<file path="src/core_pkg.sv">
package core_pkg;

	// datapath and tag widths
	localparam int DATA_W  = 16;
	localparam int PREG_W  = 6;
	localparam int IDX_W   = 6;

	// shift amount covers one data word
	localparam int SHAMT_W = $clog2(DATA_W);

	typedef logic [DATA_W-1:0] data_t;
	typedef logic [PREG_W-1:0] preg_t;
	typedef logic [IDX_W-1:0]  rob_idx_t;

	// alu operation select
	typedef enum logic [2:0] {
		ALU_ADD = 3'd0,
		ALU_SUB = 3'd1,
		ALU_AND = 3'd2,
		ALU_OR  = 3'd3,
		ALU_XOR = 3'd4,
		ALU_SHL = 3'd5,
		ALU_SHR = 3'd6,
		ALU_LDI = 3'd7
	} alu_mode_t;

endpackage

</file>
<file path="src/alu_execute.sv">
`timescale 1ns/10ps

module alu_execute (
	input  logic                clk,
	input  logic                reset,

	// from operand read
	input  logic                op_vld,
	input  core_pkg::alu_mode_t op_mode,
	input  core_pkg::data_t     op_a,
	input  core_pkg::data_t     op_b,
	input  core_pkg::data_t     op_imm,
	input  core_pkg::preg_t     op_dst,
	input  logic                op_reg_wrt,
	input  core_pkg::rob_idx_t  op_idx,

	// execute stage forwarding
	output logic                ex_fwd_vld,
	output core_pkg::preg_t     ex_fwd_preg,
	output core_pkg::data_t     ex_fwd_data,

	// result register
	output logic                wb_vld,
	output logic                wb_reg_wrt,
	output logic                wb_wrt_en,
	output core_pkg::preg_t     wb_preg,
	output core_pkg::data_t     wb_data,
	output core_pkg::rob_idx_t  wb_idx
);
	import core_pkg::*;

	data_t              result;
	logic [SHAMT_W-1:0] shamt;

	assign shamt = op_b[SHAMT_W-1:0];

	// all arithmetic wraps at the data width
	always_comb begin
		case (op_mode)
			ALU_ADD: result = op_a + op_b;
			ALU_SUB: result = op_a - op_b;
			ALU_AND: result = op_a & op_b;
			ALU_OR:  result = op_a | op_b;
			ALU_XOR: result = op_a ^ op_b;
			ALU_SHL: result = op_a << shamt;
			ALU_SHR: result = op_a >> shamt;
			ALU_LDI: result = op_imm;
			default: result = '0;
		endcase
	end

	assign ex_fwd_vld  = op_vld & op_reg_wrt;
	assign ex_fwd_preg = op_dst;
	assign ex_fwd_data = result;

	always_ff @(posedge clk) begin
		if (reset) begin
			wb_vld <= 1'b0;
		end else begin
			wb_vld <= op_vld;
		end
	end

	always_ff @(posedge clk) begin
		if (op_vld) begin
			wb_reg_wrt <= op_reg_wrt;
			wb_preg    <= op_dst;
			wb_data    <= result;
			wb_idx     <= op_idx;
		end
	end

	// register file write and writeback forwarding qualifier
	assign wb_wrt_en = wb_vld & wb_reg_wrt;

endmodule

</file>
<file path="src/exec_slice_top.sv">
`timescale 1ns/10ps

module exec_slice_top #(
	parameter int NUM_PREGS = 64
) (
	input  logic                clk,
	input  logic                reset,

	// issue
	input  logic                iss_vld,
	input  core_pkg::alu_mode_t iss_mode,
	input  core_pkg::preg_t     iss_src1,
	input  core_pkg::preg_t     iss_src2,
	input  core_pkg::data_t     iss_imm,
	input  logic                iss_imm_vld,
	input  core_pkg::preg_t     iss_dst,
	input  logic                iss_reg_wrt,
	input  core_pkg::rob_idx_t  iss_idx,

	// completion
	output logic                done_vld,
	output core_pkg::rob_idx_t  done_idx,
	output core_pkg::preg_t     done_preg,
	output core_pkg::data_t     done_data,
	output logic                done_reg_wrt
);
	import core_pkg::*;

	// register file read
	preg_t     rf_addr1;
	preg_t     rf_addr2;
	data_t     rf_data1;
	data_t     rf_data2;

	// read to execute
	logic      op_vld;
	alu_mode_t op_mode;
	data_t     op_a;
	data_t     op_b;
	data_t     op_imm;
	preg_t     op_dst;
	logic      op_reg_wrt;
	rob_idx_t  op_idx;

	// execute forwarding
	logic      ex_fwd_vld;
	preg_t     ex_fwd_preg;
	data_t     ex_fwd_data;

	// writeback
	logic      wb_vld;
	logic      wb_reg_wrt;
	logic      wb_wrt_en;
	preg_t     wb_preg;
	data_t     wb_data;
	rob_idx_t  wb_idx;

	operand_read u_operand_read (
		.clk         (clk),
		.reset       (reset),
		.iss_vld     (iss_vld),
		.iss_mode    (iss_mode),
		.iss_src1    (iss_src1),
		.iss_src2    (iss_src2),
		.iss_imm     (iss_imm),
		.iss_imm_vld (iss_imm_vld),
		.iss_dst     (iss_dst),
		.iss_reg_wrt (iss_reg_wrt),
		.iss_idx     (iss_idx),
		.rf_addr1    (rf_addr1),
		.rf_addr2    (rf_addr2),
		.rf_data1    (rf_data1),
		.rf_data2    (rf_data2),
		.ex_fwd_vld  (ex_fwd_vld),
		.ex_fwd_preg (ex_fwd_preg),
		.ex_fwd_data (ex_fwd_data),
		// wb source qualifies on the write enable
		.wb_fwd_vld  (wb_wrt_en),
		.wb_fwd_preg (wb_preg),
		.wb_fwd_data (wb_data),
		.op_vld      (op_vld),
		.op_mode     (op_mode),
		.op_a        (op_a),
		.op_b        (op_b),
		.op_imm      (op_imm),
		.op_dst      (op_dst),
		.op_reg_wrt  (op_reg_wrt),
		.op_idx      (op_idx)
	);

	alu_execute u_alu_execute (
		.clk         (clk),
		.reset       (reset),
		.op_vld      (op_vld),
		.op_mode     (op_mode),
		.op_a        (op_a),
		.op_b        (op_b),
		.op_imm      (op_imm),
		.op_dst      (op_dst),
		.op_reg_wrt  (op_reg_wrt),
		.op_idx      (op_idx),
		.ex_fwd_vld  (ex_fwd_vld),
		.ex_fwd_preg (ex_fwd_preg),
		.ex_fwd_data (ex_fwd_data),
		.wb_vld      (wb_vld),
		.wb_reg_wrt  (wb_reg_wrt),
		.wb_wrt_en   (wb_wrt_en),
		.wb_preg     (wb_preg),
		.wb_data     (wb_data),
		.wb_idx      (wb_idx)
	);

	reg_file #(
		.NUM_PREGS (NUM_PREGS)
	) u_reg_file (
		.clk      (clk),
		.reset    (reset),
		.rd_addr1 (rf_addr1),
		.rd_addr2 (rf_addr2),
		.rd_data1 (rf_data1),
		.rd_data2 (rf_data2),
		.wr_en    (wb_wrt_en),
		.wr_addr  (wb_preg),
		.wr_data  (wb_data)
	);

	// completion comes straight from the result register
	assign done_vld     = wb_vld;
	assign done_idx     = wb_idx;
	assign done_preg    = wb_preg;
	assign done_data    = wb_data;
	assign done_reg_wrt = wb_reg_wrt;

endmodule

</file>
<file path="src/operand_read.sv">
`timescale 1ns/10ps

module operand_read (
	input  logic                clk,
	input  logic                reset,

	// issue
	input  logic                iss_vld,
	input  core_pkg::alu_mode_t iss_mode,
	input  core_pkg::preg_t     iss_src1,
	input  core_pkg::preg_t     iss_src2,
	input  core_pkg::data_t     iss_imm,
	input  logic                iss_imm_vld,
	input  core_pkg::preg_t     iss_dst,
	input  logic                iss_reg_wrt,
	input  core_pkg::rob_idx_t  iss_idx,

	// register file
	output core_pkg::preg_t     rf_addr1,
	output core_pkg::preg_t     rf_addr2,
	input  core_pkg::data_t     rf_data1,
	input  core_pkg::data_t     rf_data2,

	// forwarding from execute
	input  logic                ex_fwd_vld,
	input  core_pkg::preg_t     ex_fwd_preg,
	input  core_pkg::data_t     ex_fwd_data,

	// forwarding from writeback
	input  logic                wb_fwd_vld,
	input  core_pkg::preg_t     wb_fwd_preg,
	input  core_pkg::data_t     wb_fwd_data,

	// to execute
	output logic                op_vld,
	output core_pkg::alu_mode_t op_mode,
	output core_pkg::data_t     op_a,
	output core_pkg::data_t     op_b,
	output core_pkg::data_t     op_imm,
	output core_pkg::preg_t     op_dst,
	output logic                op_reg_wrt,
	output core_pkg::rob_idx_t  op_idx
);
	import core_pkg::*;

	data_t src1_val;
	data_t src2_val;
	data_t opnd_b;

	assign rf_addr1 = iss_src1;
	assign rf_addr2 = iss_src2;

	function automatic data_t fwd_select(input preg_t src, input data_t rf_val);
		data_t val;
		// execute holds the younger result so it is checked first
		if (ex_fwd_vld && (ex_fwd_preg == src)) begin
			val = ex_fwd_data;
		end else if (wb_fwd_vld && (wb_fwd_preg == src)) begin
			val = wb_fwd_data;
		end else begin
			val = rf_val;
		end
		return val;
	endfunction

	always_comb begin
		src1_val = fwd_select(iss_src1, rf_data1);
		src2_val = fwd_select(iss_src2, rf_data2);
		opnd_b   = iss_imm_vld ? iss_imm : src2_val;
	end

	always_ff @(posedge clk) begin
		if (reset) begin
			op_vld <= 1'b0;
		end else begin
			op_vld <= iss_vld;
		end
	end

	// fields only load on a real issue
	always_ff @(posedge clk) begin
		if (iss_vld) begin
			op_mode    <= iss_mode;
			op_a       <= src1_val;
			op_b       <= opnd_b;
			op_imm     <= iss_imm;
			op_dst     <= iss_dst;
			op_reg_wrt <= iss_reg_wrt;
			op_idx     <= iss_idx;
		end
	end

endmodule

</file>
<file path="src/reg_file.sv">
`timescale 1ns/10ps

module reg_file #(
	parameter int NUM_PREGS = 64
) (
	input  logic            clk,
	input  logic            reset,

	// read ports
	input  core_pkg::preg_t rd_addr1,
	input  core_pkg::preg_t rd_addr2,
	output core_pkg::data_t rd_data1,
	output core_pkg::data_t rd_data2,

	// write port
	input  logic            wr_en,
	input  core_pkg::preg_t wr_addr,
	input  core_pkg::data_t wr_data
);
	import core_pkg::*;

	data_t regs [NUM_PREGS];

	always_ff @(posedge clk) begin
		if (reset) begin
			for (int i = 0; i < NUM_PREGS; i++) begin
				regs[i] <= '0;
			end
		end else if (wr_en) begin
			regs[wr_addr] <= wr_data;
		end
	end

	// plain async read
	// a write landing this cycle is picked up by operand_read forwarding
	assign rd_data1 = regs[rd_addr1];
	assign rd_data2 = regs[rd_addr2];

endmodule

</file>
<file path="config.mk">
export PLATFORM = sky130hd
export DESIGN_NAME = exec_slice_top
export DESIGN_NICKNAME = d
export VERILOG_FILES = /design/src/core_pkg.sv /design/src/alu_execute.sv /design/src/exec_slice_top.sv /design/src/operand_read.sv /design/src/reg_file.sv
export SDC_FILE = /design/constraint.sdc
export NUM_CORES = 2
export LEC_CHECK = 0
export BUFFER_PORTS_ARGS = -buffer_cell sky130_fd_sc_hd__buf_2
export CORE_MARGIN = 3
export CORE_UTILIZATION = 55
export DETAILED_ROUTE_END_ITERATION = 8
export GPL_TIMING_DRIVEN = 0
export PLACE_DENSITY = 0.71
export SLEW_MARGIN = 20
export SYNTH_ARGS = -nofsm -noshare
export SYNTH_HDL_FRONTEND = slang
export SYNTH_HIERARCHICAL = 1
export SYNTH_SLANG_ARGS = --single-unit
</file>
<file path="constraint.sdc">
create_clock -name clk -period 6.35 [get_ports clk]
set_input_delay 0.635 -clock clk [delete_from_list [all_inputs] [get_ports clk]]
set_output_delay 0.635 -clock clk [all_outputs]
set_load 0.05 [all_outputs]
</file>
## Yosys cells after proc, flatten, opt, wreduce, memory -nomap -nowiden

Memory sizes are Yosys's and may differ from the RTL's.
Cells that the tools add are included.

| operators by class | value |
|---|---|
| $add $sub $neg | 2 |
| bitwise operators | 5 |
| shifts and indexed selects | 2 |
| reductions and logical operators | 6 |
| muxes and demuxes | 14 |
| equality and inequality tests | 11 |

Operators with widths:

| operator | number |
|---|---|
| 16-bit one-hot mux with 8 select lines | 1 |
| 16-bit two-way mux | 6 |
| 6-bit == test | 4 |
| 16-bit adder | 1 |
| 16-bit bitwise AND | 1 |
| 16-bit OR | 1 |
| 16-bit OR reduction | 1 |
| 16-bit by 4-bit << shifter with 16-bit output | 1 |
| 16-bit by 4-bit right shift with 16-bit output | 1 |
| 16-bit subtractor | 1 |
| 16-bit bitwise XOR | 1 |
| 3-bit == test, second input constant | 4 |
| 3-bit by 2-bit == test with 1-bit output, second input constant | 2 |
| 1-bit two-way mux | 6 |
| 6-bit two-way mux | 1 |
| 1-bit logical AND | 4 |
| 3-bit by 1-bit == test with 1-bit output, second input constant | 1 |
| 3-bit zero test | 1 |
| 1-bit bitwise AND | 2 |

| storage, ports and cells | value |
|---|---|
| register bits after elaboration | 95 |
| RAM bits | 1024 |
| word-level logic and storage cells | 54 |
| input port bits | 48 |
| memories | 1 |

Memories:

| memory | words | width | rd ports | clocked after memory_dff | wr ports | line | RTL |
|---|---|---|---|---|---|---|---|
| u_reg_file.regs | 64 | 16 | 2 | 0 | 64 | reg_file.sv:22 | `data_t regs [NUM_PREGS];` |

## Logic depth before layout (Yosys ltp)

| depth | value |
|---|---|
| depth in word-level cells | 6 |
| gate-level depth with buffers | 17 |
| gate-level depth less buffers | 14 |

## Hierarchy

Netlist, hierarchy kept.

Modules (own cells, without submodules):

| module | instances | area an instance (um^2) | cells an instance |
|---|---|---|---|
| reg_file | 1 | 55071.6 | 3522 |
| alu_execute | 1 | 4405.5 | 549 |
| operand_read | 1 | 3231.8 | 256 |

## Least setup slack after synthesis

No wires, ideal clock.

| path | value |
|---|---|
| path kind | reg2reg |
| start | reg u_operand_read.op_b[1] |
| end | reg u_operand_read.op_b[13], data pin |
| slack | 2.481 ns |
| path buffers | 2 |
| cell stages (with the launch flop) | 16 |
| setup time | 0.268 ns |
| data arrival time | 3.601 ns |
| cells stage by stage | edfxtp_1 -> buf_2 -> inv_1 -> buf_1 -> ha_1 -> nand2_1 -> o41ai_1 -> xnor2_1 -> ha_1 -> a21o_1 -> o311a_4 -> a21oi_4 -> mux2i_1 -> or4_1 -> nor2_1 -> o31ai_1 |

| between the ends | value |
|---|---|
| cells in the longest elaborated chain, start to end | 4 |
| elaborated cells on any way between the ends | 7 |

Ends and longest elaborated chain:

| item | line | RTL |
|---|---|---|
| start, declared | operand_read.sv:38 | `output core_pkg::data_t op_b,` |
| start signal, assigned | operand_read.sv:85 | `op_b <= opnd_b;` |
| 16-bit subtractor, or another cell as far along | alu_execute.sv:41 | `ALU_SUB: result = op_a - op_b;` |
| 16-bit one-hot mux with 8 select lines * | alu_execute.sv:39 | `case (op_mode)` |
| named net ex_fwd_data[13] | exec_slice_top.sv:48 | `data_t ex_fwd_data;` |
| 16-bit two-way mux * | operand_read.sv:56 | `if (ex_fwd_vld && (ex_fwd_preg == src)) begin` |
| 16-bit two-way mux * | operand_read.sv:69 | `opnd_b = iss_imm_vld ? iss_imm : src2_val;` |
| named net u_operand_read.opnd_b[13] | operand_read.sv:48 | `data_t opnd_b;` |

The timed path passes the listed nets; every way through them passes the cells marked *.
A chain may end at the register's enable or synchronous reset.

## Final worst setup path

| path | value |
|---|---|
| start | in iss_src2[1] |
| end | reg u_operand_read.op_b[14], data pin |

| between the ends | value |
|---|---|
| elaborated cells on any way between the ends | 8 |

RTL lines:

| item | line | RTL |
|---|---|---|
| start, declared | exec_slice_top.sv:13 | `input core_pkg::preg_t iss_src2,` |
| memory 64 x 16 bit | n/a |  |
| named net rf_data2[14] | exec_slice_top.sv:33 | `data_t rf_data2;` |
| 16-bit two-way mux | operand_read.sv:58 | `end else if (wb_fwd_vld && (wb_fwd_preg == src)) begin` |
| 16-bit two-way mux | operand_read.sv:56 |  |
| 16-bit two-way mux | operand_read.sv:69 |  |
| named net u_operand_read.opnd_b[14] | operand_read.sv:48 |  |

The timed path passes the listed nets, and every way through them passes these cells.

==> summary.txt <==
Die H: 344 um
Share of post-route cells with drive strength above 1: 23.1%
Clk_skew: 43.5 ps
DR WL/cell: 38.6 um
CTS root buf: clkbuf_16
WHS: 68.8 ps
Mean Syn Cell Area: 14.5 sq um
Area grow syn2layout: 9.89%
DR vias/cell: 7.11
Initial antenna violation count: 21
TritonCTS clock tree: yes
IO Port Bufs: 77
Grt total ovfl: 0
Post CTS Setup Buffer Count: 0
Min cycle time layout: 5080 ps
Clk slew on worst S/H paths: 60 ps
Number of enable flip-flop cells after synthesis: 1117
Starting DRT DRC Count: 7857
Drt pass-1 iters: 8
Most frequent cells after synthesis: 1117 x edfxtp_1, 1044 x and2_1, 547 x mux4_2
Top delay family on crit path: buffers and inverters
Ranking of synthesized cells by area: edfxtp_1 53%, mux4_2 20%, and2_1 10%
CTS Hold Bufs: 0
Post-CTS Resized: 0
Core Box Area: 113000 sq um
I/O Pins: 78
Worst Tran Pin Value: 1360 ps
Top-area cell type share of the netlist area: 53.5%
Setup TNS: 0 ps
Largest net degree at the start of global routing: 66
RSZ-0062 raised after global routing: no
DR vias: 43611
Synthesized net count: 4425
H-tree levels: 3
Slowest stage delay, CP: 790 ps
CP bufs+invs: 6
Worst VDD drop: 0.000237 V
Worst Hold Class: in -> reg
Async SR Flop Fraction: 0%
FF+latch count, synth: 1119
Clk Latency, worst-skew pair: 750 ps
Synthesized area: 62700 sq um
Highest Clock Rate: 197 MHz
Cells along the critical path: buf_2 -> buf_4 -> buf_2 -> buf_2 -> buf_2 -> buf_2 -> mux2i_1 -> nand2_1 -> a22oi_1 -> o221ai_1 -> a21boi_0 -> a211oi_1 -> o31ai_1
Starting Density: 55.6%
Nets: 4623
Drt total wl: 237 mm
Final period util: 80.0%
Setup crit start kind: primary input
Slowest CP cell: mux2i_1
Slew Limit Fails: 0
GPL Wtd Cong: 1.09
Die area: 118000 sq um
Final ANT Viol Nets: 0
Sequential area share after synthesis: 53.6%
Number of setup violations in the final report: 0
Vias in the first global route: 41858
Worst slew margin relative to its limit: 9.31%
Placed Instances: 5905
Crit-path max FO: 10
Top cell by count, worst path: buf_2
Fin cells: 6134
Gr usage total: 40.0%
Worst EP required: 6790 ps
Lkg Pwr: 24.7 nW
Die X: 344 um
Drc violations: 0
Dpl hpwl: 174 mm
Crit path capture type: flip-flop
Clk buf depth: 3
Crit Path Category: in -> reg
Count leader, synth: edfxtp_1
Main synth FF type: edfxtp_1
Synth unique cells: 77
YS warnings: 6
Fin util: 61.1%
Post-Syn Instances: 4327
Number of buffers created by CTS: 118
# clock sinks: 1119
MaxCap Viol Count: 0
Final Hold Viols: 0
First-pass GRT wire length: 322 mm
Most area-hungry cell type in the Yosys netlist: edfxtp_1
Arrival time at the worst endpoint: 5520 ps
Rows: 123
Power Density: 268 nW/um^2
Status: finished, final reports clean
[final cells by class]
| class | instances | area, sq um |
|---|---|---|
| Tap cell | 1500 | 1880 |
| Sequential cell | 1119 | 33600 |
| Timing Repair Buffer | 78 | 415 |
| Antenna cell | 7 | 17.5 |
| Clock buffer | 137 | 3090 |
| Multi-Input combinational cell | 2731 | 26800 |
| Inverter | 44 | 165 |
| Fill cell | 8645 | 43900 |
| Clock inverter | 85 | 788 |
| Buffer | 433 | 2130 |
[cell usage in the layout (no fill, tap or decap), drive strengths merged, types with 17 or more instances in the layout]
cell    Yosys  layout
edfxtp   1117    1117
and2     1046    1046
mux4      547     547
clkbuf    247     384
buf       186     264
nor2      149     149
mux2i     145     145
nand2     122     122
or2        73      73
clkinv      1      66
o21ai      65      65
a211oi     58      58
a21oi      50      50
ha         49      49
inv        43      48
o31ai      44      44
a22oi      40      40
o221ai     36      36
xnor2      34      34
nor2b      24      24
mux2       19      19
nand2b     19      19
o211ai     19      19
a21boi     18      18
a221oi     17      17
[worst reg2reg max path, cell delays in order (launching register included)]
cell and delay (ps):
edfxtp_1 390, buf_2 220, inv_1 190, buf_1 510, ha_1 370, nand2_1 130, o21ai_0 250, xnor2_1 150
ha_1 310, a21o_1 240, a221oi_1 530, nor2_1 140, or2_2 310, xnor2_1 130, o211ai_1 400, nor2_1 110
o31ai_1 230
[cells by family after synthesis]
kind of cell / synth area share, %
fa+ha+maj: 1.01
compound gates: 4.87
buf+inv: 3.65
flops: 53.6
xor+xnor: 0.670
mux: 22.3
simple gates: 13.9
[worst paths after layout]
kind	start	cells past startpoint	to	slack [ps]
worst max-delay path	iss_src2[1]	13	u_operand_read/op_b[14]$_DFFE_PP_	1270
worst min-delay path	iss_idx[0]	1	u_operand_read/op_idx[0]$_DFFE_PP_	70
worst max register to register	u_operand_read/op_b[1]$_DFFE_PP_	16	u_operand_read/op_b[8]$_DFFE_PP_	1550
worst min register to register	u_operand_read/op_idx[3]$_DFFE_PP_	0	u_alu_execute/wb_idx[3]$_DFFE_PP_	430
[per-layer routing]
layer | track usage (%) | vias to the layer above | part of all wire [%]
met5 | 0.613 | - | 0.056
li1 | - | 16978 | -
met3 | 15.1 | 769 | 16
met4 | 25.1 | 8 | 7.9
met2 | 56.9 | 3699 | 43
met1 | 51.9 | 22157 | 34
[flip-flops by register name, summed over array words and instances, names as in the netlist]
name,cells
u_alu_execute/wb_vld,1
u_operand_read/op_idx,6
u_operand_read/op_dst,6
u_alu_execute/wb_idx,6
u_alu_execute/wb_preg,6
u_alu_execute/wb_reg_wrt,1
u_operand_read/op_reg_wrt,1
u_operand_read/op_vld,1
u_reg_file/regs,1024
u_operand_read/op_mode,3
u_operand_read/op_imm,16
u_alu_execute/wb_data,16
u_operand_read/op_b,16
u_operand_read/op_a,16
[per-stage QoR]
step / area, sq um / power (mW) / setup WS, ps
final: 68900 / 18.5 / 1270
after global routing: 68900 / 18.8 / 1250
after floorplan: 62700 / 10.3 / 2480
after detailed placement: 65000 / 11.5 / 1070
after CTS: 68900 / 18.4 / 1680
after global placement: 65000 / 11.4 / 1110
[power breakdown]
group,total [mW],switching (mW),internal [mW]
sequential,8.62,0.210,8.41
combinational,2.88,1.93,0.942
clock,6.98,3.02,3.97
Power figures use the tool's default switching activity.
